$ cat src/core_pkg.sv
`default_nettype none

package core_pkg;

    // --------------------
    // Widths
    // --------------------
    localparam int DATA_WIDTH     = 32;
    localparam int REG_ADDR_WIDTH = 5;
    localparam int OFFSET_WIDTH   = 12;
    localparam int BYTE_EN_WIDTH  = DATA_WIDTH / 8;

    // Data RAM defaults
    localparam int DBUS_WAIT_CYCLES = 2;
    localparam int DBUS_DEPTH_WORDS = 256;

    // --------------------
    // Memory op encoding
    // --------------------
    // Mirrors RISC-V funct3; bit 2 selects zero extension
    typedef enum logic [2:0] {
        MEM_LB  = 3'b000,
        MEM_LH  = 3'b001,
        MEM_LW  = 3'b010,
        MEM_LBU = 3'b100,
        MEM_LHU = 3'b101
    } mem_op_t;

    // Access size in bits 1:0 of the op
    localparam logic [1:0] SIZE_BYTE = 2'b00;
    localparam logic [1:0] SIZE_HALF = 2'b01;
    localparam logic [1:0] SIZE_WORD = 2'b10;

    typedef enum logic [1:0] {
        EXC_NONE             = 2'd0,
        EXC_LOAD_MISALIGNED  = 2'd1,
        EXC_STORE_MISALIGNED = 2'd2
    } exc_cause_t;

    // --------------------
    // Stage records
    // --------------------
    typedef struct packed {
        logic                      is_load;
        logic                      is_store;
        mem_op_t                   funct3;
        logic [DATA_WIDTH-1:0]     base;
        logic [OFFSET_WIDTH-1:0]   offset;
        logic [DATA_WIDTH-1:0]     store_data;
        logic [REG_ADDR_WIDTH-1:0] rd;
    } ex_req_t;

    typedef struct packed {
        logic                      read;
        logic                      write;
        mem_op_t                   op;
        logic [DATA_WIDTH-1:0]     address;
        logic [DATA_WIDTH-1:0]     writedata;
        logic [REG_ADDR_WIDTH-1:0] rd;
    } mem_req_t;

    // Data bus
    typedef struct packed {
        logic                     read;
        logic                     write;
        logic [DATA_WIDTH-1:0]    address;
        logic [DATA_WIDTH-1:0]    writedata;
        logic [BYTE_EN_WIDTH-1:0] byte_enable;
    } avalon_req_t;

    typedef struct packed {
        logic [DATA_WIDTH-1:0] readdata;
        logic                  waitrequest;
    } avalon_resp_t;

    typedef struct packed {
        logic                      valid;
        logic [REG_ADDR_WIDTH-1:0] rd;
        logic [DATA_WIDTH-1:0]     data;
    } load_result_t;

    typedef struct packed {
        logic                      load_valid;
        logic [REG_ADDR_WIDTH-1:0] rd;
        logic [DATA_WIDTH-1:0]     data;
        logic                      exc_valid;
        exc_cause_t                exc_cause;
        logic [DATA_WIDTH-1:0]     exc_addr;
    } wb_t;

endpackage

`default_nettype wire

$ cat src/mem_agu.sv
`timescale 1ns/1ps
`default_nettype none

module mem_agu import core_pkg::*; (
    input  wire logic    clk,
    input  wire logic    rst,
    input  wire logic    stall,
    input  wire ex_req_t ex_req,
    output mem_req_t     stage_req
);

    logic [DATA_WIDTH-1:0] offset_ext;
    logic [DATA_WIDTH-1:0] eff_addr;
    mem_req_t              next_req;

    // --------------------
    // Address generation
    // --------------------
    assign offset_ext = {{(DATA_WIDTH-OFFSET_WIDTH){ex_req.offset[OFFSET_WIDTH-1]}},
                         ex_req.offset};
    assign eff_addr   = ex_req.base + offset_ext;

    always_comb begin
        next_req.read      = ex_req.is_load;
        next_req.write     = ex_req.is_store;
        next_req.op        = ex_req.funct3;
        next_req.address   = eff_addr;
        next_req.writedata = ex_req.store_data;
        next_req.rd        = ex_req.rd;
    end

    // --------------------
    // Request register
    // --------------------
    // Held while the bus is busy, the LSU keeps working on it
    always_ff @(posedge clk) begin
        if (rst) begin
            stage_req <= '0;
        end else if (!stall) begin
            stage_req <= next_req;
        end
    end

    // Execute stage holds its request until stall drops
    assert property (@(posedge clk) disable iff (rst)
        stall |=> $stable(ex_req))
    else $error("mem_agu: ex_req changed while stall was high");

endmodule

`default_nettype wire

$ cat config.mk
export PLATFORM = sky130hd
export DESIGN_NAME = mem_agu
export DESIGN_NICKNAME = d
export VERILOG_FILES = /design/src/core_pkg.sv /design/src/mem_agu.sv
export SDC_FILE = /design/constraint.sdc
export NUM_CORES = 1
export LEC_CHECK = 0
export BUFFER_PORTS_ARGS = -buffer_cell sky130_fd_sc_hd__buf_2
export CORE_ASPECT_RATIO = 2
export CORE_UTILIZATION = 45
export CTS_CLUSTER_SIZE = 16
export DETAILED_ROUTE_END_ITERATION = 16
export PLACE_DENSITY_LB_ADDON = 0.1
export SLEW_MARGIN = 15
export SYNTH_ARGS = -nofsm -noshare
export SYNTH_HDL_FRONTEND = slang
export SYNTH_SLANG_ARGS = --single-unit
$ cat constraint.sdc
create_clock -name clk -period 2.3 [get_ports clk]
set_clock_uncertainty 0.15 [all_clocks]
set_input_delay 0 -clock clk [delete_from_list [all_inputs] [get_ports clk]]
set_output_delay 0 -clock clk [all_outputs]
set_load 0.03 [all_outputs]
==> flow_summary.json <==
{
  "setup_viol": 0,
  "finalCriticalPeriod_ps": 2180,
  "regMostFlops": "stage_req",
  "grt_max_degree": 40,
  "violations": "negative hold slack",
  "async_flop_share": 0,
  "grt_pass1_vias": 4922,
  "nets": 898,
  "ys_top_cells_by_count": "74 x dfxtp_1, 68 x nor2_1, 46 x mux2i_1, 43 x nand2_1, 42 x a21oi_1",
  "relSlewSlack": 0.620,
  "critPathKind": "input pin to flip-flop",
  "timing.fmax_ghz": 0.459,
  "wl_per_cell_um": 16.4,
  "antenna_found_initial": 0,
  "vias": 4856,
  "synth_area_um2": 4380,
  "grt_use_met1": 0.268,
  "power_density_nw_per_um2": 650,
  "grt_pass1_wl_um": 22900,
  "hold_depth": 4,
  "grt.met2_usage": 0.559,
  "grt.overflow.total": 0,
  "seqCellArea_um2": 1480,
  "drt_iter0_drc": 180,
  "rr_worst_depth": 3,
  "setup_tns_ps": 0,
  "viasPerCell": 5.48,
  "io_pins": 163,
  "dp_hpwl_um": 10700,
  "path_clk_slew_ps": 60,
  "largest_register_ffs": 74,
  "clk_path_buf_depth": 2,
  "peakVddDrop_uv": 434,
  "clk_latency_ps": 340,
  "tritoncts": "built",
  "critical_path.max_fanout": 10,
  "synth_top_cell_by_area": "dfxtp_1",
  "setup.worst_path.start_class": "input pin",
  "arrival_ps": 2280,
  "finalMaxSlewViolations": 0,
  "post-route-drc-count": 0,
  "yosys_warnings": 0,
  "drive_gt1_frac": 0.350,
  "drt_pre_antenna_iters": 4,
  "leakagePower_nw": 3.31,
  "syn_to_final_growth_pct": 49.7,
  "syn_nets": 627,
  "synth_top_area_frac": 0.338,
  "synth_area_leaders": "dfxtp_1 34%, mux2i_1 11%, ha_1 8.9%",
  "maxCapViolCount": 0,
  "ant_nets": 0,
  "placed_cell_area_um2": 5750,
  "p_total_mw": 4.26,
  "hold_ws_ps": -10.2,
  "initial_core_util": 0.466,
  "die-area_um2": 10100,
  "worstMarginPinSlew_ps": 570,
  "htreeDepth": 3,
  "yosysUniqueCellTypes": 71,
  "hp-class": "input pin to flip-flop",
  "top_regs": "stage_req (74)",
  "cts_num_sinks": 74,
  "cts_made_buffers": 9,
  "port_buffers": 162,
  "n_antenna_cell": 0,
  "dieHeight_um": 141,
  "avgSynthCellArea_um2": 8.65,
  "finalCritPeriodShare": 0.947,
  "rows": 50,
  "grtUsageMet3": 0.0426,
  "ys.flop_type": "dfxtp_1",
  "synth-edff-count": 0,
  "fill_cells": 775,
  "critPathCaptureType": "flip-flop",
  "design_area_um2": 6550,
  "busiest_layer": "met2",
  "routed_wl_um": 14500,
  "multi_input_area_um2": 2760,
  "grt_setup_unrepaired": "false",
  "final-hold-violation-count": 1,
  "status": "complete, but fails checks",
  "synth_most_common_cell": "dfxtp_1",
  "core_um2": 9380,
  "die_w_um": 71.7,
  "gp_congestion": 0.900,
  "synth-seq-cells": 74,
  "synthCells": 506,
  "track_usage": 0.287,
  "seq_area_frac_synth": 0.338,
  "root_buffer": "clkbuf_16",
  "crit_required_ps": 2400
}
==> layer usage <==
metal	wire length, um	share of wire
met1	5070	0.35
met2	8080	0.56
met3	663	0.046
met4	719	0.049
met5	0	0
==> power breakdown <==
group,switching (mW),internal (mW)
registers,0.0515,1.39
logic,0.766,0.597
clock network,0.598,0.859
==> path summary, 6_finish.rpt <==
| check | startpoint | slack, ps | end |
|---|---|---|---|
| worst max-delay path | ex_req[48] | 120 | stage_req[68]$_SDFFE_PP0N_ |
| worst min-delay path | ex_req[50] | -10 | stage_req[38]$_SDFFE_PP0N_ |
| worst max register to register | stage_req[29]$_SDFFE_PP0N_ | 940 | stage_req[29]$_SDFFE_PP0N_ |
| worst min register to register | stage_req[54]$_SDFFE_PP0N_ | 300 | stage_req[54]$_SDFFE_PP0N_ |
==> kinds of logic after synthesis <==
| kind of cell | Yosys count | share of synthesized area |
|---|---|---|
| and+or+nand+nor | 166 | 0.176 |
| AOI/OAI and AO/OA | 141 | 0.218 |
| DFF | 74 | 0.338 |
| muxes | 46 | 0.105 |
| adders and majority gates | 32 | 0.0932 |
| buffers and inverters | 29 | 0.0329 |
| xor gates and xnor gates | 18 | 0.0360 |
==> layout make-up <==
class,count,share of cell area
repair buffers,286,0.285
clock buffers,9,0.0344
multi-input cells,403,0.421
clock inverters,7,0.0126
well taps,104,0.0199
inverters,3,0.00172
flip-flops and latches,74,0.226
==> layout by cell type, fill, tap and decap left out, types with 5 or more instances in the layout <==
master	n
dfxtp_1	74
a211oi_1	6
o21a_1	6
nand4_1	8
nand3_1	9
mux2i_1	46
and3_1	6
nand2_1	43
clkbuf_16	9
ha_1	31
dlygate4sd3_1	49
xor2_1	11
xnor2_1	7
buf_2	162
o21ai_1	8
a21oi_1	42
nor2_1	68
buf_4	75
a21o_1	15
nor3_1	5
o21ai_0	21
==> critical path, stage by stage <==
cell and delay [ps]:
buf_2 170, buf_4 170, ha_1 320, a2111oi_2 450
o21ai_1 170, a41o_1 290, a21oi_1 200, o21a_1 180
nand3_1 60, a311oi_1 250
==> metrics by stage <==
step                utilization  instances  setup WS (ps)  hold WS (ps)
floorplan                     -        506           78.9         -6.06
global placement          0.613        821           -167          83.1
detailed placement        0.613        821           -296          94.2
CTS                       0.698        886           36.4         0.263
global route              0.698        886           26.6          37.3
finish                    0.698        886            123         -10.2
==> what timing repair did <==
item / in CTS / in global routing
setup endpoints to repair: 0 / 3
hold endpoints to repair: 57 / 0
resized for setup: 0 / 2
setup buffers: 0 / 0
hold buffers: 49 / 0
(Power assumes the default switching activity.)
