## src/core_pkg.sv

```systemverilog
`default_nettype none

package core_pkg;

    // --------------------
    // Widths
    // --------------------
    localparam int DATA_WIDTH     = 32;
    localparam int REG_ADDR_WIDTH = 5;
    localparam int OFFSET_WIDTH   = 12;
    localparam int BYTE_EN_WIDTH  = DATA_WIDTH / 8;

    // Data RAM defaults
    localparam int DBUS_WAIT_CYCLES = 2;
    localparam int DBUS_DEPTH_WORDS = 256;

    // --------------------
    // Memory op encoding
    // --------------------
    // Mirrors RISC-V funct3; bit 2 selects zero extension
    typedef enum logic [2:0] {
        MEM_LB  = 3'b000,
        MEM_LH  = 3'b001,
        MEM_LW  = 3'b010,
        MEM_LBU = 3'b100,
        MEM_LHU = 3'b101
    } mem_op_t;

    // Access size in bits 1:0 of the op
    localparam logic [1:0] SIZE_BYTE = 2'b00;
    localparam logic [1:0] SIZE_HALF = 2'b01;
    localparam logic [1:0] SIZE_WORD = 2'b10;

    typedef enum logic [1:0] {
        EXC_NONE             = 2'd0,
        EXC_LOAD_MISALIGNED  = 2'd1,
        EXC_STORE_MISALIGNED = 2'd2
    } exc_cause_t;

    // --------------------
    // Stage records
    // --------------------
    typedef struct packed {
        logic                      is_load;
        logic                      is_store;
        mem_op_t                   funct3;
        logic [DATA_WIDTH-1:0]     base;
        logic [OFFSET_WIDTH-1:0]   offset;
        logic [DATA_WIDTH-1:0]     store_data;
        logic [REG_ADDR_WIDTH-1:0] rd;
    } ex_req_t;

    typedef struct packed {
        logic                      read;
        logic                      write;
        mem_op_t                   op;
        logic [DATA_WIDTH-1:0]     address;
        logic [DATA_WIDTH-1:0]     writedata;
        logic [REG_ADDR_WIDTH-1:0] rd;
    } mem_req_t;

    // Data bus
    typedef struct packed {
        logic                     read;
        logic                     write;
        logic [DATA_WIDTH-1:0]    address;
        logic [DATA_WIDTH-1:0]    writedata;
        logic [BYTE_EN_WIDTH-1:0] byte_enable;
    } avalon_req_t;

    typedef struct packed {
        logic [DATA_WIDTH-1:0] readdata;
        logic                  waitrequest;
    } avalon_resp_t;

    typedef struct packed {
        logic                      valid;
        logic [REG_ADDR_WIDTH-1:0] rd;
        logic [DATA_WIDTH-1:0]     data;
    } load_result_t;

    typedef struct packed {
        logic                      load_valid;
        logic [REG_ADDR_WIDTH-1:0] rd;
        logic [DATA_WIDTH-1:0]     data;
        logic                      exc_valid;
        exc_cause_t                exc_cause;
        logic [DATA_WIDTH-1:0]     exc_addr;
    } wb_t;

endpackage

`default_nettype wire

```

## src/lsu.sv

```systemverilog
`timescale 1ns/1ps
`default_nettype none

module lsu import core_pkg::*; (
    input  wire logic         clk,
    input  wire logic         rst,
    input  wire mem_req_t     stage_req,
    output avalon_req_t       dbus_req,
    input  wire avalon_resp_t dbus_resp,
    output logic              stall,
    output load_result_t      load_result,
    output logic              load_misaligned,
    output logic              store_misaligned
);

    logic [2:0]                op_bits;
    logic [1:0]                size;
    logic [1:0]                byte_off;
    logic                      misaligned;
    logic                      read_accept;

    // Captured at read acceptance
    logic                      read_pending;
    logic [1:0]                pend_byte_off;
    logic [2:0]                pend_op;
    logic [REG_ADDR_WIDTH-1:0] pend_rd;

    logic [DATA_WIDTH-1:0]     shifted;
    logic [DATA_WIDTH-1:0]     load_data;
    logic                      sign_bit;

    assign op_bits  = stage_req.op;
    assign size     = op_bits[1:0];
    assign byte_off = stage_req.address[1:0];

    // --------------------
    // Alignment check
    // --------------------
    always_comb begin
        case (size)
            SIZE_HALF: misaligned = byte_off[0];
            SIZE_WORD: misaligned = (byte_off != 2'b00);
            default:   misaligned = 1'b0;
        endcase
    end

    assign load_misaligned  = stage_req.read & misaligned;
    assign store_misaligned = stage_req.write & misaligned;

    // --------------------
    // Bus request
    // --------------------
    assign dbus_req.read    = stage_req.read & ~misaligned;
    assign dbus_req.write   = stage_req.write & ~misaligned;
    assign dbus_req.address = {stage_req.address[DATA_WIDTH-1:2], 2'b00};

    // Store data is copied into every lane, byte enables pick the lane
    always_comb begin
        case (size)
            SIZE_BYTE: begin
                dbus_req.writedata   = {4{stage_req.writedata[7:0]}};
                dbus_req.byte_enable = 4'b0001 << byte_off;
            end
            SIZE_HALF: begin
                dbus_req.writedata   = {2{stage_req.writedata[15:0]}};
                dbus_req.byte_enable = byte_off[1] ? 4'b1100 : 4'b0011;
            end
            default: begin
                dbus_req.writedata   = stage_req.writedata;
                dbus_req.byte_enable = 4'b1111;
            end
        endcase
    end

    assign stall       = (dbus_req.read | dbus_req.write) & dbus_resp.waitrequest;
    assign read_accept = dbus_req.read & ~dbus_resp.waitrequest;

    // --------------------
    // Read tracking
    // --------------------
    always_ff @(posedge clk) begin
        if (rst) begin
            read_pending <= 1'b0;
        end else begin
            read_pending <= read_accept;
        end
    end

    always_ff @(posedge clk) begin
        if (read_accept) begin
            pend_byte_off <= byte_off;
            pend_op       <= op_bits;
            pend_rd       <= stage_req.rd;
        end
    end

    // --------------------
    // Read data realign
    // --------------------
    // RAM returns the whole word, move the addressed lane down to bit 0
    assign shifted = dbus_resp.readdata >> {pend_byte_off, 3'b000};

    always_comb begin
        sign_bit  = 1'b0;
        load_data = dbus_resp.readdata;
        case (pend_op[1:0])
            SIZE_BYTE: begin
                sign_bit  = shifted[7] & ~pend_op[2];
                load_data = {{24{sign_bit}}, shifted[7:0]};
            end
            SIZE_HALF: begin
                sign_bit  = shifted[15] & ~pend_op[2];
                load_data = {{16{sign_bit}}, shifted[15:0]};
            end
            default: begin
                load_data = dbus_resp.readdata;
            end
        endcase
    end

    assign load_result.valid = read_pending;
    assign load_result.rd    = pend_rd;
    assign load_result.data  = load_data;

    // Execute stage sends either a load or a store, never both
    assert property (@(posedge clk) disable iff (rst)
        !(stage_req.read && stage_req.write))
    else $error("lsu: read and write both high");

endmodule

`default_nettype wire

```

## config.mk

```make
export PLATFORM = sky130hd
export DESIGN_NAME = lsu
export DESIGN_NICKNAME = d
export VERILOG_FILES = /design/src/core_pkg.sv /design/src/lsu.sv
export SDC_FILE = /design/constraint.sdc
export NUM_CORES = 1
export LEC_CHECK = 0
export ABC_AREA = 1
export BUFFER_PORTS_ARGS = -buffer_cell sky130_fd_sc_hd__buf_2
export CORE_AREA = 2 2 84 86
export DETAILED_ROUTE_END_ITERATION = 8
export DIE_AREA = 0 0 86 88
export GPL_TIMING_DRIVEN = 0
export PLACE_DENSITY = 0.71
export SLEW_MARGIN = 25
export SYNTH_ARGS = -nofsm -noshare
export SYNTH_HDL_FRONTEND = slang
export SYNTH_SLANG_ARGS = --single-unit
```

## constraint.sdc

```tcl
create_clock -name clk -period 4 [get_ports clk]
set_input_delay 0.4 -clock clk [delete_from_list [all_inputs] [get_ports clk]]
set_output_delay 0.4 -clock clk [all_outputs]
set_load 0.01 [all_outputs]
```

==> results.toml <==
[synthesis]
syn_inst = 333
synth_edf_count = 10
synth_ff_type = "edfxtp_1"
synth_top_area_share_pct = 18.2
synth_area_per_cell_um2 = 5.90
synthTopCellsByArea = "nand2_1, buf_4, edfxtp_1"
syn-cell-area_mm2 = 0.00196
async_reset_ff_share_pct = 0
yosys.area.top_type = "nand2_1"
yosysSeqAreaShare_pct = 16.3
ys_seq_elements = 11
synth_warnings = 0
ys_types = 28

[layout]
areaGrowthSynthToFinish_pct = 55.3
final_cell_mix = "buf_2, nand2_1, o21ai_0"
final_common_cell = "buf_2"
final_core_util_pct = 45.9
nFillCells = 724
antennaDiodeCount = 0
num-nets-final = 638
drive_above_1_share_pct = 48.8

[cts]
clock_sinks = 11
cts_hold_buf = 0
clk_pin_slew_ps = 50
cts_tree = "yes"
cts.htree.levels = 1
cts_buffer_depth = 2
cts_root_buffer = "clkbuf_8"
cts_buffers = 3
post_cts_buffers = 0
cts-resized-gates = 0

[timing]
layout_min_cycle_time_ps = 2200
fin_tns_setup_ps = 0
setup_viol = 0
rsz0062_at_grt = "false"
fmax_mhz = 455
relSlewSlack_pct = 44.5
timing.final.ws_setup_ps = 1800
hold_viol_final = 0
slew_violations = 0
tightest_slew_ps = 829
finalCritPeriodShare_pct = 55.0

[power_and_ir_drop]
p_sw_uw = 256
seq_power_share_pct = 21.8
p_total_uw = 630
power_density_mw_per_mm2 = 207
p_leak_nw = 1.89
intPower_uw = 374
power_frac_comb_pct = 61.3
clockPowerShare_pct = 16.9
peakVddDrop_mv = 0.259
swShare_pct = 40.6

[critical_path]
cpLargestDelayFamily = "buffers and inverters"
crit_buf_inv = 5
critPathArrivalTime_ps = 1800
path_max_fanout = 10
end_kind = "output port"
cp.depth = 9
cp_slowest_cell = "buf_2"
path_class = "input pin to output port"
max_stage_delay_ps = 270
cp_common_cell = "buf_2"
critPathLaunchType = "input pin"
required_ps = 3600
crit_chain = "buf_2 > inv_1 > ha_1 > buf_2 > nor2_2 > buf_2 > nand2_1 > o21ai_1 > buf_2"

[route]
wl_per_cell_um = 12.6
wl_met2_um = 3990
drc_errors = 0
viasPerCell = 4.54
ant_nets = 0
firstDrtPassIters = 4
vias = 2744
route.met3.wl_um = 741
highest-signal-layer = "met4"
drtIter0Drc = 59
wl_met1_um = 2820
finalWirelength_um = 7600

[worst_hold_path]
hp-class = "input pin to flip-flop"
min_to = "read_pending"
hold_start = "rst"
min_path_cells = 2

[global_route]
antenna_found_initial = 0
grt_pass1_wl_um = 11500
grt_overflow = 0
grt_pass1_vias = 2454
grt_usage_pct = 18.4
grt_max_degree = 11

[floorplanning]
rows = 30
initial_core_util_pct = 29.5
core-area_mm2 = 0.00664
dieArea_mm2 = 0.00757
die_x_um = 86
boundaryPins = 220
die-height_um = 88

[placement]
portBuffers = 187
gp_congestion = 0.894
hpwl_um = 6540
pre_cts_ws_ps = 1730

[status]
status = "complete, no violations"

[run]
max_cap_viol_count = 0
==> kinds of logic after synthesis <==
logic type / Yosys count / share of synthesized area, %
AO/OA/AOI/OAI: 61 / 16.4
other: 1 / 0.191
flip-flops: 11 / 16.3
AND/OR/NAND/NOR: 158 / 35.6
adder cells (fa/ha/maj): 3 / 1.91
buffers and inverters: 99 / 29.6
==> synthesized netlist by cell type (2+ instances only) <==
library cell / n
buf_2: 7
buf_4: 41
buf_6: 5
clkbuf_1: 2
edfxtp_1: 10
ha_1: 3
inv_1: 39
inv_2: 2
nand2_1: 95
nand2_2: 3
nand3_1: 34
nand3_4: 2
nor2_1: 20
o21ai_0: 46
o21ai_1: 4
o22ai_1: 8
==> per-layer routing <==
metal  vias up  global-route usage, %
met2       140                   36.3
met3         4                   3.77
met1      1191                   20.7
met4         0                   2.31
li1       1409                      -
met5         -                      0
==> through the flow <==
step / instance area [um2] / hold slack (ps) / cells
after floorplan: 1970 / 477 / 334
after global placement: 3000 / 563 / 601
after detailed placement: 3000 / 570 / 601
after CTS: 3050 / 322 / 605
after global routing: 3050 / 333 / 605
final: 3050 / 323 / 605
==> cell type report <==
cell class | instances | area, um2 | share of cell area [%]
Buffer | 56 | 412 | 13.5
Clock buffer | 4 | 45.0 | 1.48
Inverter | 43 | 169 | 5.54
Multi-Input combinational cell | 224 | 1070 | 35.0
Sequential cell | 11 | 320 | 10.5
Tap cell | 80 | 100 | 3.28
Timing Repair Buffer | 187 | 936 | 30.7
==> worst max-delay path by stage <==
stage                  startpoint               end  slack (ps)
finish              stage_req[69]      dbus_req[26]        1800
global route        stage_req[70]      dbus_req[25]        1670
CTS                 stage_req[69]      dbus_req[26]        1770
detailed placement  stage_req[70]        pend_rd[1]        1730
global placement    stage_req[70]        pend_rd[1]        1780
floorplan           stage_req[70]  pend_byte_off[0]        2120
==> registers in the layout, indices dropped and copies added (netlist names) <==
register / flops
pend_rd: 5
pend_op: 3
pend_byte_off: 2
read_pending: 1
==> power groups by stage <==
| stage | Clock (mW) | Combinational (mW) | Sequential (mW) |
|---|---|---|---|
| 5_1_grt | 0.118 | 0.426 | 0.138 |
| 2_1_floorplan | 0 | 0.218 | 0.141 |
| 6_report | 0.106 | 0.386 | 0.137 |
| 4_1_cts | 0.108 | 0.389 | 0.137 |
| 3_5_place_dp | 0 | 0.387 | 0.139 |
| 3_3_place_gp | 0 | 0.383 | 0.139 |
No activity file was read; power rests on OpenSTA's default activity.
