===== src/core_pkg.sv =====
`default_nettype none

package core_pkg;

    // --------------------
    // Widths
    // --------------------
    localparam int DATA_WIDTH     = 32;
    localparam int REG_ADDR_WIDTH = 5;
    localparam int OFFSET_WIDTH   = 12;
    localparam int BYTE_EN_WIDTH  = DATA_WIDTH / 8;

    // Data RAM defaults
    localparam int DBUS_WAIT_CYCLES = 2;
    localparam int DBUS_DEPTH_WORDS = 256;

    // --------------------
    // Memory op encoding
    // --------------------
    // Mirrors RISC-V funct3; bit 2 selects zero extension
    typedef enum logic [2:0] {
        MEM_LB  = 3'b000,
        MEM_LH  = 3'b001,
        MEM_LW  = 3'b010,
        MEM_LBU = 3'b100,
        MEM_LHU = 3'b101
    } mem_op_t;

    // Access size in bits 1:0 of the op
    localparam logic [1:0] SIZE_BYTE = 2'b00;
    localparam logic [1:0] SIZE_HALF = 2'b01;
    localparam logic [1:0] SIZE_WORD = 2'b10;

    typedef enum logic [1:0] {
        EXC_NONE             = 2'd0,
        EXC_LOAD_MISALIGNED  = 2'd1,
        EXC_STORE_MISALIGNED = 2'd2
    } exc_cause_t;

    // --------------------
    // Stage records
    // --------------------
    typedef struct packed {
        logic                      is_load;
        logic                      is_store;
        mem_op_t                   funct3;
        logic [DATA_WIDTH-1:0]     base;
        logic [OFFSET_WIDTH-1:0]   offset;
        logic [DATA_WIDTH-1:0]     store_data;
        logic [REG_ADDR_WIDTH-1:0] rd;
    } ex_req_t;

    typedef struct packed {
        logic                      read;
        logic                      write;
        mem_op_t                   op;
        logic [DATA_WIDTH-1:0]     address;
        logic [DATA_WIDTH-1:0]     writedata;
        logic [REG_ADDR_WIDTH-1:0] rd;
    } mem_req_t;

    // Data bus
    typedef struct packed {
        logic                     read;
        logic                     write;
        logic [DATA_WIDTH-1:0]    address;
        logic [DATA_WIDTH-1:0]    writedata;
        logic [BYTE_EN_WIDTH-1:0] byte_enable;
    } avalon_req_t;

    typedef struct packed {
        logic [DATA_WIDTH-1:0] readdata;
        logic                  waitrequest;
    } avalon_resp_t;

    typedef struct packed {
        logic                      valid;
        logic [REG_ADDR_WIDTH-1:0] rd;
        logic [DATA_WIDTH-1:0]     data;
    } load_result_t;

    typedef struct packed {
        logic                      load_valid;
        logic [REG_ADDR_WIDTH-1:0] rd;
        logic [DATA_WIDTH-1:0]     data;
        logic                      exc_valid;
        exc_cause_t                exc_cause;
        logic [DATA_WIDTH-1:0]     exc_addr;
    } wb_t;

endpackage

`default_nettype wire


===== src/mem_writeback.sv =====
`timescale 1ns/1ps
`default_nettype none

module mem_writeback import core_pkg::*; (
    input  wire logic                  clk,
    input  wire logic                  rst,
    input  wire load_result_t          load_result,
    input  wire logic                  load_misaligned,
    input  wire logic                  store_misaligned,
    input  wire logic [DATA_WIDTH-1:0] fault_addr,
    output wb_t                        wb
);

    exc_cause_t cause;

    // --------------------
    // Exception cause
    // --------------------
    always_comb begin
        if (load_misaligned) begin
            cause = EXC_LOAD_MISALIGNED;
        end else if (store_misaligned) begin
            cause = EXC_STORE_MISALIGNED;
        end else begin
            cause = EXC_NONE;
        end
    end

    // --------------------
    // Writeback register
    // --------------------
    always_ff @(posedge clk) begin
        if (rst) begin
            wb.load_valid <= 1'b0;
            wb.exc_valid  <= 1'b0;
        end else begin
            wb.load_valid <= load_result.valid;
            wb.exc_valid  <= load_misaligned | store_misaligned;
        end
    end

    // Payload follows the strobes
    always_ff @(posedge clk) begin
        wb.rd        <= load_result.rd;
        wb.data      <= load_result.data;
        wb.exc_cause <= cause;
        wb.exc_addr  <= fault_addr;
    end

    // One request per stage, so only one misaligned kind at a time
    assert property (@(posedge clk) disable iff (rst)
        !(load_misaligned && store_misaligned))
    else $error("mem_writeback: load and store misaligned together");

endmodule

`default_nettype wire


===== config.mk =====
export PLATFORM = sky130hd
export DESIGN_NAME = mem_writeback
export DESIGN_NICKNAME = d
export VERILOG_FILES = /design/src/core_pkg.sv /design/src/mem_writeback.sv
export SDC_FILE = /design/constraint.sdc
export NUM_CORES = 1
export LEC_CHECK = 0
export ABC_CLOCK_PERIOD_IN_PS = 800
export BUFFER_PORTS_ARGS = -buffer_cell sky130_fd_sc_hd__buf_2
export CORE_MARGIN = 1
export CORE_UTILIZATION = 34
export CTS_CLUSTER_DIAMETER = 50
export DETAILED_ROUTE_END_ITERATION = 8
export PLACE_DENSITY = 0.77
export SYNTH_ARGS = -nofsm -noshare
export SYNTH_HDL_FRONTEND = slang
export SYNTH_SLANG_ARGS = --single-unit

===== constraint.sdc =====
create_clock -name clk -period 0.8 [get_ports clk]
set_input_delay 0 -clock clk [delete_from_list [all_inputs] [get_ports clk]]
set_output_delay 0 -clock clk [all_outputs]
set_load 0.02 [all_outputs]

==> results of run 1 <==
==> through the flow <==
stage / TNS (ps) / hold slack [ps] / std cells
2_1_floorplan: 0 / 27.7 / 76
3_3_place_gp: 0 / 102 / 272
3_5_place_dp: 0 / 104 / 272
4_1_cts: 0 / 291 / 361
5_1_grt: -770 / 290 / 361
6_report: -46.0 / 295 / 361
==> cell families after synthesis <==
family | count (synthesis) | synth area share (%)
AOI/OAI and AO/OA | 1 | 0.675
DFF | 73 | 98.5
and+or+nand+nor | 2 | 0.843
==> layout make-up <==
class	instances	area (sq um)
multi-input combinational	3	22.5
timing repair buffer	219	1910
clock buffer	13	149
tap	50	62.6
sequential	73	1550
fill	140	354
clock inverter	3	40.0
==> per-layer routing <==
layer | share of wire [%] | vias up | global-route usage (%)
li1 | - | 694 | -
met1 | 31 | 703 | 20.1
met3 | 7.9 | 31 | 11.8
met4 | 5.5 | 0 | 9.64
met2 | 55 | 118 | 45.6
met5 | 0 | - | 0
==> synth_stat cells <==
cell / number
nor2b_1: 2
dfxtp_1: 73
o21ba_1: 1
==> final timing paths <==
path | startpoint | to
setup / recovery | wb[5] | wb[5]
hold / removal | load_result[21] | wb[56]
==> what timing repair did <==
item,in CTS,in global routing
gates resized for setup,33,180
setup endpoints to repair,26,73
endpoints found under the hold margin,73,0
hold buffers,73,0
setup buffers,0,0
==> cell usage in the layout (no fill, tap or decap) <==
cell type	netlist	final
o21ba_1	1	1
bufinv_16	0	1
clkbuf_8	0	10
clkbuf_1	0	3
dlygate4sd3_1	0	73
nor2b_1	2	2
buf_6	0	71
clkinv_2	0	2
buf_4	0	2
dfxtp_1	73	4
dfxtp_2	0	69
buf_2	0	73
==> power by group through the flow <==
stage | Sequential [W] | Clock, W | Combinational (W)
after floorplan | 0.00422 | 0 | 0.00000654
after global placement | 0.00395 | 0 | 0.000619
after detailed placement | 0.00396 | 0 | 0.000630
after CTS | 0.00388 | 0.00280 | 0.000948
after global routing | 0.00399 | 0.00306 | 0.00124
final | 0.00398 | 0.00287 | 0.00119
==> metrics list, run 1 <==
* Cell taking the most area after synthesis: dfxtp_1
- Warnings, synthesis: 0
- The first routing iteration left 72 violations.
- For this design the static power due to leakage is 1.76 nW.
- Grt total ovfl: 0
- The root buffer cell chosen for the clock tree is clkbuf_8.
- Averaged over all synthesized cells, the footprint is 19.5 sq um.
- Walking the worst path, the cells encountered are buf_6.
- The initialized floorplan defines 23 standard-cell rows.
- Critical path arrival: 810 ps
- Required time at the worst-slack endpoint: 800 ps
- Setup slack on the critical path of the routed design comes to -14.7 ps.
- STA classifies the critical path startpoint as a flop.
- In this run the remaining antenna-violating nets after routing total 0.
- After detailed routing, the average wire length per cell comes to 19.6 um.
- Sorting the synthesized cells by area gives the leading types as dfxtp_1 98%, nor2b_1 0.84%, o21ba_1 0.67%.
* Layout cell share with drive strength beyond 1: 73.3%
- Setup violations remaining at the end of the flow were counted as 8.
- Result of the run: complete, but fails checks
* CTS tree: yes
* Part of the power in registers: 49.5%
- Cells fill 91.3% of the core in the end.
* RSZ-0062 raised after global routing: yes
* Cell with the largest stage delay on the worst path: dfxtp_2
* Fraction of power consumed by combinational cells: 14.8%
* Post-Place Worst Slack: 327 ps
- Category of the most critical setup path: flop to output pin
* Number of instances on the worst hold path: 2
* Critical Path Sink Type: output pin
* Placeable core area: 4090 sq um
- The final route contains 1,546 vias.
- Summed over all nets, the switching power comes to 0.00193 W.
- Antenna violations before repair: 0
- Tot GR Track Use: 23.7%
- Buffers placed on the I/O ports in this run total 146.
* Maximum number of pins on one net before global-route repair: 12
- The die covers 4630 sq um.
- Cell area after placement: 2280 sq um
* Worst min-delay path class: input port to flop
- In this run the cell area of the synthesized design comes to 1480 sq um.
- Buffers plus inverters on the worst setup path: 1
* Syn-to-layout area delta: 152%
* Routability Congestion: 0.714
- Antenna cell count: 0
- The floorplan step set the die width to 68.1 um.
- In this run the biggest area consumer among cell types represents 98.5% of the synthesized area.
- Largest register FFs: 73
* Top reg by flops: wb
- For this run, the post-layout net count is 380.
- First-pass GRT wire length: 7.37 mm
- Violations in the final reports: setup timing
* Synthesized flop and latch total: 73
- Clock tree synthesis inserted a total of 9 buffers.
* Rel. slew slack: 91.7%
- The routed design could run at a clock period as short as 815 ps.
- After synthesis, flip-flops and latches occupy 98.5% of the total area.
- CTS clk-pin slew, worst paths: 80 ps
- For this run, the top clock speed supported by timing is 1.23 GHz.
- Least-Margin Pin Slew: 124 ps
- Max VDD drop: 1.60 mV
- Once detailed placement completed, the half-perimeter wirelength came to 2.76 mm.
- Of all nets on the critical path, the largest fanout is 1.
- Drt drc: 0
- The initial utilization of the core area, before any placement, comes to 36.3%.
* Relative contribution of the clock network to total power: 35.7%
* Total power: 0.00804 W
* Cell count along the critical path: 1
* Number of instances in the synthesized netlist: 76
* H-tree Lvls: 3
* Share of total power consumed by net switching: 24.0%
* Biggest registers after layout: wb (73)
- In this run, distinct cell masters in the synthesized netlist total 3.
- In this design, the stage delay of the slowest critical-path cell is 350 ps.
* Top delay family on crit path: flip-flops
- Summed over all layers, the routed wires come to 7.07 mm.
- Before antenna repair, the detailed router went through 4 iterations.
- Int Pwr: 0.00610 W
- Final instance area: 3730 sq um
* Final count of hold timing violations: 0
- Final period util: 102%
* Die Height: 68.1 um
- Clock Tree Buf Depth: 2
- The tool flagged a number of max-cap violations equal to 0.
* Pwr per Cell Area: 2150 nW/um^2
* Top-Level Pins: 147
* Number of clock sinks seen by CTS: 73
- The max-slew violation count is 0.
- Synthesized netlist net count: 150
* Vias per inst: 4.28
- Vias in the first global route: 1,559
(Power assumes the default switching activity.)
==> run 2, diff against run 1 <==
ABC_AREA = 1   (was unset)
==> run 2 against run 1 <==
  * The flow now finishes without violations
  * Sequential share of layout area is 0.13 points higher
  * Critical path type unchanged
  * Count of clock-buffer cells in the layout did not move
  * Largest power group unchanged
  * Critical path depth unchanged
  * Setup slack gained 23 ps
  * Final cell count grew 0.83%
  * Via count decreased by 1.9%
==> metrics list, run 2 <==
* Result of the run: finished, final reports clean (was complete, but fails checks)
- Destination of the worst hold path: wb[47] (was wb[56])
- Average routed wire per standard cell: 17.2 um (was 19.6 um)
* Category of the most critical setup path: flop to output pin (unchanged)
- Number of buffer cells added on primary ports: 146 (unchanged)
* Critical Path Sink Type: output pin (unchanged)
- CTS clk-pin slew, worst paths: 70 ps (was 80 ps)
* CTS tree: yes (unchanged)
- The maximum resistive drop on vdd was 1.41 mV (was 1.60 mV).
- The TritonCTS buffer count came to 9 (unchanged).
* Tot GR Track Use: 22.9% (was 23.7%)
* Top-count cell post-synth: dfxtp_1 (unchanged)
- The post-synthesis instance area came to 1480 sq um (unchanged).
- The met2 layer usage reported by global route is 42.8% (was 45.6%).
- The worst path buffer plus inverter count is 1 (unchanged).
* Rel. slew slack: 92.6% (was 91.7%)
- Layer with the highest usage: met2 (unchanged)
- Final count of hold timing violations: 0 (unchanged)
* Total half-perimeter wirelength after legalization and detailed placement: 2.46 mm (was 2.76 mm)
- Met3 track demand over resource: 8.83% (was 11.8%)
- Share of synthesized flip-flops with an asynchronous set or reset: 0% (unchanged)
- Synthesized netlist net count: 153 (was 150)
- The library cell occupying the most area in the post-synthesis netlist is dfxtp_1 (unchanged).
* Cell count after placement: 275 (was 272)
- Warnings, synthesis: 0 (unchanged)
- Least-Margin Pin Slew: 110 ps (was 124 ps)
* Biggest area contributors in the synthesized netlist: dfxtp_1 98%, nor2_1 1.0%, inv_1 0.51% (was dfxtp_1 98%, nor2b_1 0.84%, o21ba_1 0.67%)
* Number of non-filler instances in the completed layout: 364 (was 361)
- The number of enable-type register cells in the synthesized netlist came to 0 (unchanged).
* Syn-to-layout area delta: 150% (was 152%)
* Die width: 68.1 um (unchanged)
- The slowest cell on the critical path was dfxtp_2 (unchanged).
- The maximum fanout count along the critical path came to 1 (unchanged).
* Antenna violations before repair: 0 (unchanged)
- Worst min-delay path class: input port to flop (unchanged)
- The maximum level of the CTS H-tree is 3 (unchanged).
- Cell area after placement: 2280 sq um (unchanged)
* Final instance area: 3710 sq um (was 3730 sq um)
- Pwr per Cell Area: 2080 nW/um^2 (was 2150 nW/um^2)
* Global routing met1 resource utilization: 19.6% (was 20.1%)
- Std cell rows: 23 (unchanged)
* Share of the synthesized area in the top cell type: 98.5% (unchanged)
- Required time at the worst-slack endpoint: 800 ps (about the same)
* Number of instances in the synthesized netlist: 79 (was 76)
* Number of instances on the worst hold path: 2 (unchanged)
- The antenna violation net count after detailed routing came to 0 (unchanged).
- Biggest registers after layout: wb (73) (unchanged)
* Pins Over Slew Limit: 0 (unchanged)
- RSZ-0062 raised after global routing: yes (unchanged).
- First-pass GRT wire length: 7.20 mm (was 7.37 mm)
* Initial Util: 36.3% (unchanged)
* Grt total ovfl: 0 (unchanged)
* Final count of negative-setup-slack endpoints: 0 (was 8)
- Top-Level Pins: 147 (unchanged)
- Sequential-to-total area share from yosys stat: 98.5% (unchanged)
- Total detailed-routing wirelength: 6.28 mm (was 7.07 mm)
- The total die area came to 4630 sq um (unchanged).
* Critical path arrival: 790 ps (was 810 ps)
- Final #Nets: 383 (was 380)
- The number of cells on the critical path was 1 (unchanged).
- Cell leakage power: 1.76 nW (about the same)
- Commonest cells in the synthesized netlist: 73 x dfxtp_1, 4 x nor2_1, 2 x inv_1 (was 73 x dfxtp_1, 2 x nor2b_1, 1 x o21ba_1)
* Vias in the first global route: 1,569 (was 1,559)
* Number of violations of the max-capacitance limit: 0 (unchanged)
- The number of setup buffers added after CTS came to 0 (unchanged).
- Top library cells by usage in the layout, fill and taps aside: 73 x dlygate4sd3_1, 73 x buf_2, 70 x buf_6, 65 x dfxtp_2, 11 x clkbuf_8 (was 73 x dlygate4sd3_1, 73 x buf_2, 71 x buf_6, 69 x dfxtp_2, 10 x clkbuf_8).
- Top reg by flops: wb (unchanged)
- Placeable core area: 4090 sq um (unchanged)
- Final Critical Period: 791 ps (was 815 ps)
* Vias per inst: 4.17 (was 4.28)
- The synthesis-stage register bit count came to 73 (unchanged).
- Drt drc: 0 (unchanged)
* Number of detailed-route iterations in the first pass: 4 (unchanged)
- Antenna cell count: 0 (unchanged)
* Clock Tree Buf Depth: 2 (unchanged)
- The timing-limited maximum frequency is 1.26 GHz (was 1.23 GHz).
* Layout cell share with drive strength beyond 1: 71.7% (was 73.3%)
* Total via count after detailed routing: 1,517 (was 1,546)
- Final period util: 98.9% (was 102%)
* Clk root buf: clkbuf_8 (unchanged)
- The last weighted congestion value of the routability-driven placer came to 0.633 (was 0.714).
- Top delay family on crit path: flip-flops (unchanged)
- The detailed router's first-iteration violation count is 38 (was 72).
- Largest register FFs: 73 (unchanged)
* Cell variety after synth: 3 (unchanged)
* Post-synth top flop: dfxtp_1 (unchanged)
* Synthesized area per cell: 18.8 sq um (was 19.5 sq um)
* Ordered list of cells on the worst path: buf_6 (unchanged)
- The delay of the slowest cell on the worst path was 350 ps (about the same).
* Die Height: 68.1 um (unchanged)
- The largest net degree at the start of global routing came to 12 (unchanged).
* Hold path start: load_result[12] (was load_result[21])
- Crit start category: flop (unchanged)
- The clock sink count is 73 (unchanged).
[run 2: cell types whose count changed in the layout (fill, tap and decap cells not counted), sizes merged]
cell,previous run,this run
o21ba,1,0
clkinv,2,3
nor2,0,4
nor2b,2,0
inv,0,2
bufinv,1,0
[run 2: kinds of logic (layout without fill, tap and decap cells)]
logic type / Yosys count / in the layout / synth area share, %
flops: 73 / 73 / 98.5
simple gates: 4 / 4 / 1.01
buf+inv: 2 / 237 / 0.506
[run 2: metal layers]
metal	vias to the layer above	wire length [um]
met5	-	0
met2	108	3500
met1	689	1980
met4	0	252
li1	698	-
met3	22	540
[run 2: how the worst max path moves through the flow]
stage | slack (ps) | end | from
floorplan | 400 | wb[0] | wb[0]
detailed placement | 340 | wb[55] | wb[55]
finish | 9 | wb[12] | wb[12]
CTS | 0.3 | wb[19] | wb[19]
global placement | 340 | wb[3] | wb[3]
global route | -30 | wb[12] | wb[12]
[run 2: cell type report]
cell class	instances	area [sq um]
clock buffer	13	159
clock inverter	3	15.0
fill	160	378
inverter	2	7.51
multi-input combinational	4	15.0
sequential	73	1540
tap	50	62.6
timing repair buffer	219	1910
[run 2: what timing repair did]
item / 4_1_cts / 5_1_grt
endpoints found under the hold margin: 73 / 0
hold buffers: 73 / 0
resized for setup: 56 / 152
cloned: 0 / 0
setup endpoints to repair: 44 / 67
[run 2: metrics by stage]
stage / power (W) / worst slack [ps] / util (%) / TNS [ps] / hold slack (ps)
after floorplan: 0.00422 / 405 / - / 0 / 27.7
after global placement: 0.00456 / 345 / 55.7 / 0 / 102
after detailed placement: 0.00458 / 341 / 55.7 / 0 / 104
after CTS: 0.00741 / 0.282 / 81.3 / 0 / 285
after global routing: 0.00802 / -28.4 / 90.8 / -442 / 282
final: 0.00770 / 8.76 / 90.8 / 0 / 300
[run 2: where the power goes]
part           internal, W  switching (W)  total, W
sequential         0.00387       0.000103   0.00397
combinational     0.000708       0.000460   0.00117
clock              0.00128        0.00128   0.00256
==> run 3, diff against run 2 <==
BUFFER_PORTS_ARGS = unset   (was -buffer_cell sky130_fd_sc_hd__buf_2)
CORE_UTILIZATION = 50   (was 34)
DONT_BUFFER_PORTS = 1   (was unset)
PLACE_DENSITY = 0.65   (was 0.77)
==> run 3 against run 2 <==
  * Synthesized cell count did not move
  * The run now fails in global routing
  * Synthesized area did not move
==> metrics list, run 3 <==
- The main flop type after synthesis is dfxtp_1 (unchanged).
- Synthesized netlist net count: 153 (unchanged)
- Std cell rows: 19 (was 23)
- The cell count after synthesis came to 79 (unchanged).
- The number of enable-type register cells in the synthesized netlist is 0 (unchanged).
- The sequential-to-total area share from yosys stat was 98.5% (unchanged).
* Share of the synthesized area in the top cell type: 98.5% (unchanged)
- Commonest cells in the synthesized netlist: 73 x dfxtp_1, 4 x nor2_1, 2 x inv_1 (unchanged).
- The async set or reset register ratio after synthesis came to 0% (unchanged).
- The maximum level of the CTS H-tree is 3 (unchanged).
- Synthesized flop and latch total: 73 (unchanged)
* Warnings, synthesis: 0 (unchanged)
- When the last timing repair stopped, the worst path ended at wb[14].
- Cell taking the most area after synthesis: dfxtp_1 (unchanged)
- Result of the run: stopped before the end (was finished, final reports clean).
- Routability Congestion: 0.720 (was 0.633)
* Number of clock sinks seen by CTS: 73 (unchanged)
* Run-stopping error: [ERROR DPL-0033] detailed placement checks failed during check placement.
- The die extent in y is 56.5 um (was 68.1 um).
- The number of setup buffers added after CTS came to 0 (unchanged).
* Number of buffer cells added on primary ports: 0 (was 146)
- Biggest area contributors in the synthesized netlist: dfxtp_1 98%, nor2_1 1.0%, inv_1 0.51% (unchanged).
- The die width was 56.5 um (was 68.1 um).
- The most frequent cell after synthesis is dfxtp_1 (unchanged).
* TritonCTS buffer count: 9 (unchanged)
- Entering global routing, the biggest net connects 12 pins.
- Worst endpoint kind after the last repair: primary output
* Top-Level Pins: 147 (unchanged)
* Clock Tree Buf Depth: 2 (unchanged)
- Cell variety after synth: 3 (unchanged)
- Initial Util: 53.4% (was 36.3%)
* Antenna violations before repair: 2
* Synthesized area per cell: 18.8 sq um (unchanged)
- The clock root buffer master is clkbuf_4 (was clkbuf_8).
- Failing step: global routing
* Cell area after technology mapping: 1480 sq um (unchanged)
-- run 3: repair_timing --
item / CTS
hold endpoints to repair: 73
hold buffers: 73
pin swaps: 0
setup endpoints to repair: 73
resized for setup: 111
-- run 3: stage by stage --
stage	setup WS (ps)	util, %	instance area, sq um	TNS (ps)	std cells
floorplan	405	-	1480	0	79
CTS	-3.22	92.5	2570	-12.6	199
global placement	383	54.7	1520	0	110
detailed placement	367	54.7	1520	0	110
-- run 3: logic make-up after synthesis --
family	count (synthesis)	synth area share (%)
DFF	73	98.5
and+or+nand+nor	4	1.01
buffers and inverters	2	0.506
==> run 4, diff against run 3 <==
CORE_UTILIZATION = 35   (was 50)
CTS_CLUSTER_DIAMETER = unset   (was 50)
PLACE_DENSITY = unset   (was 0.65)
PLACE_DENSITY_LB_ADDON = 0.15   (was unset)
==> run 4 against run 3 <==
  * The run now ends clean
==> metrics list, run 4 (synthesis gave the netlist of run 2 again) <==
* Most common cell after layout, fill and taps aside: dlygate4sd3_1
- Number of buffer cells added on primary ports: 0 (unchanged)
- For the pin with the worst max-slew slack, the measured transition is 220 ps.
- Switch Pwr: 0.00154 W
* Pwr per Cell Area: 2730 nW/um^2
- STA puts the critical path data required time at 800 ps.
* Maximum number of pins on one net before global-route repair: 12
- Counting flops per register, the top entry is wb.
- Once detailed placement completed, the half-perimeter wirelength came to 1.85 mm.
* CTS clk-pin slew, worst paths: 70 ps
* TritonCTS buffer count: 9 (unchanged)
* RSZ-0062 raised after global routing: no
* Total detailed-routing wirelength: 3.23 mm
- Max frequency: 1.30 GHz
- Of all nets on the critical path, the largest fanout is 1.
* Share of total power consumed by net switching: 22.9%
- The number of primary I/O pins is 147 (unchanged).
- Relative contribution of the clock network to total power: 33.7%
* Antenna violation net count after detailed routing: 0
- Largest register FFs: 73
- CTS tree: yes
* Worst Hold Margin: 211 ps
* Area of the die: 4500 sq um
- Average routed wire per standard cell: 14.8 um
- Result of the run: finished, final reports clean (was stopped before the end).
- Drt drc: 0
- Top library cells by usage in the layout, fill and taps aside: 73 x dlygate4sd3_1, 46 x dfxtp_1, 27 x dfxtp_2, 9 x clkbuf_8
- Rel. slew slack: 85.3%
- The clock sink count is 73 (unchanged).
- Routability Congestion: 0.597 (was 0.720)
* Antenna cell count: 0
* Antenna violations before repair: 0
- Cell leakage power: 1.02 nW
- Part of the power in registers: 62.0%
- The clock root buffer master is clkbuf_8 (was clkbuf_4).
* Int Pwr: 0.00520 W
- Tot GR Track Use: 15.0%
- Placeable core area: 4030 sq um
- Vias in the first global route: 952
- Final count of hold timing violations: 0
- Crit start category: flop
- Vias per inst: 4.07
* Grt total ovfl: 0
- Die Height: 67.1 um (was 56.5 um)
- The maximum level of the CTS H-tree is 3 (unchanged).
* Critical Path Sink Type: output pin
* Number of violations of the max-capacitance limit: 0
* Std cell rows: 23 (was 19)
- Clock Tree Buf Depth: 2 (unchanged)
- Sum Neg Setup Slack: 0 ps
- FILL cells: 312
* Final period util: 96.0%
- Setup bufs post-CTS: 0 (unchanged)
- The initial cell density of the core was 36.8% (was 53.4%).
- Pins Over Slew Limit: 0
- Layout cell share with drive strength beyond 1: 23.8%
- The routed design could run at a clock period as short as 768 ps.
- In the final layout, the registers with the most flip-flops are wb (73).
* Total via count after detailed routing: 887
* Worst min-delay path class: input port to flop
* Final #Nets: 237
- In this run, the combinational gates consume 4.3% of the power.
- Setup violations remaining at the end of the flow were counted as 0.
- The first global-routing pass estimated 4.28 mm of wire.
* Max VDD drop: 1.47 mV
* Critical path arrival: 770 ps
* Drt first-iter violations: 23
- Category of the most critical setup path: flop to output pin
- The die width came to 67.1 um (was 56.5 um).
- Number of detailed-route iterations in the first pass: 2
- Compared with the post-synthesis result, the final layout area differs by 66.2%.
-- run 4: path summary, 6_finish.rpt --
check / end / depth (start not counted) / slack (ps) / startpoint
worst min-delay path: wb[11] / 1 / 210 / fault_addr[11]
worst max-delay path: wb[52] / 0 / 30 / wb[52]
-- run 4: cell type report --
| type | instances | area [sq um] | area share [%] |
|---|---|---|---|
| clock buffers | 12 | 135 | 5.48 |
| clock inverters | 4 | 20.0 | 0.812 |
| inverters | 2 | 7.51 | 0.304 |
| multi-input cells | 4 | 15.0 | 0.609 |
| flip-flops and latches | 73 | 1500 | 60.6 |
| well taps | 50 | 62.6 | 2.54 |
| repair buffers | 73 | 731 | 29.6 |
-- run 4: metrics by stage --
stage	worst slack [ps]	std cells	power [W]	utilization [%]	cell area, sq um
2_1_floorplan	405	79	0.00422	-	1480
3_3_place_gp	381	129	0.00425	38.4	1550
3_5_place_dp	376	129	0.00425	38.4	1550
4_1_cts	2.26	218	0.00680	60.4	2430
5_1_grt	0.298	218	0.00704	61.2	2470
6_report	32.3	218	0.00674	61.2	2470
-- run 4: per-layer routing --
layer / global-route usage, % / wire, um / vias up
li1: - / - / 407
met1: 10.7 / 952 / 402
met2: 27.5 / 1920 / 69
met3: 7.02 / 277 / 9
met4: 14.4 / 86 / 0
met5: 0 / 0 / -
-- run 4: power by group through the flow --
| stage | combinational, W | sequential, W | clock [W] |
|---|---|---|---|
| after floorplan | 0.00000609 | 0.00422 | 0 |
| after global placement | 0.00000692 | 0.00424 | 0 |
| after detailed placement | 0.00000708 | 0.00424 | 0 |
| after CTS | 0.000288 | 0.00416 | 0.00235 |
| after global routing | 0.000313 | 0.00419 | 0.00253 |
| final | 0.000291 | 0.00418 | 0.00227 |
-- run 4: repair_timing --
action                     in CTS  in global routing
hold endpoints to repair       73                  0
hold buffers                   73                  0
setup endpoints to repair       1                 26
resized for setup               1                 26
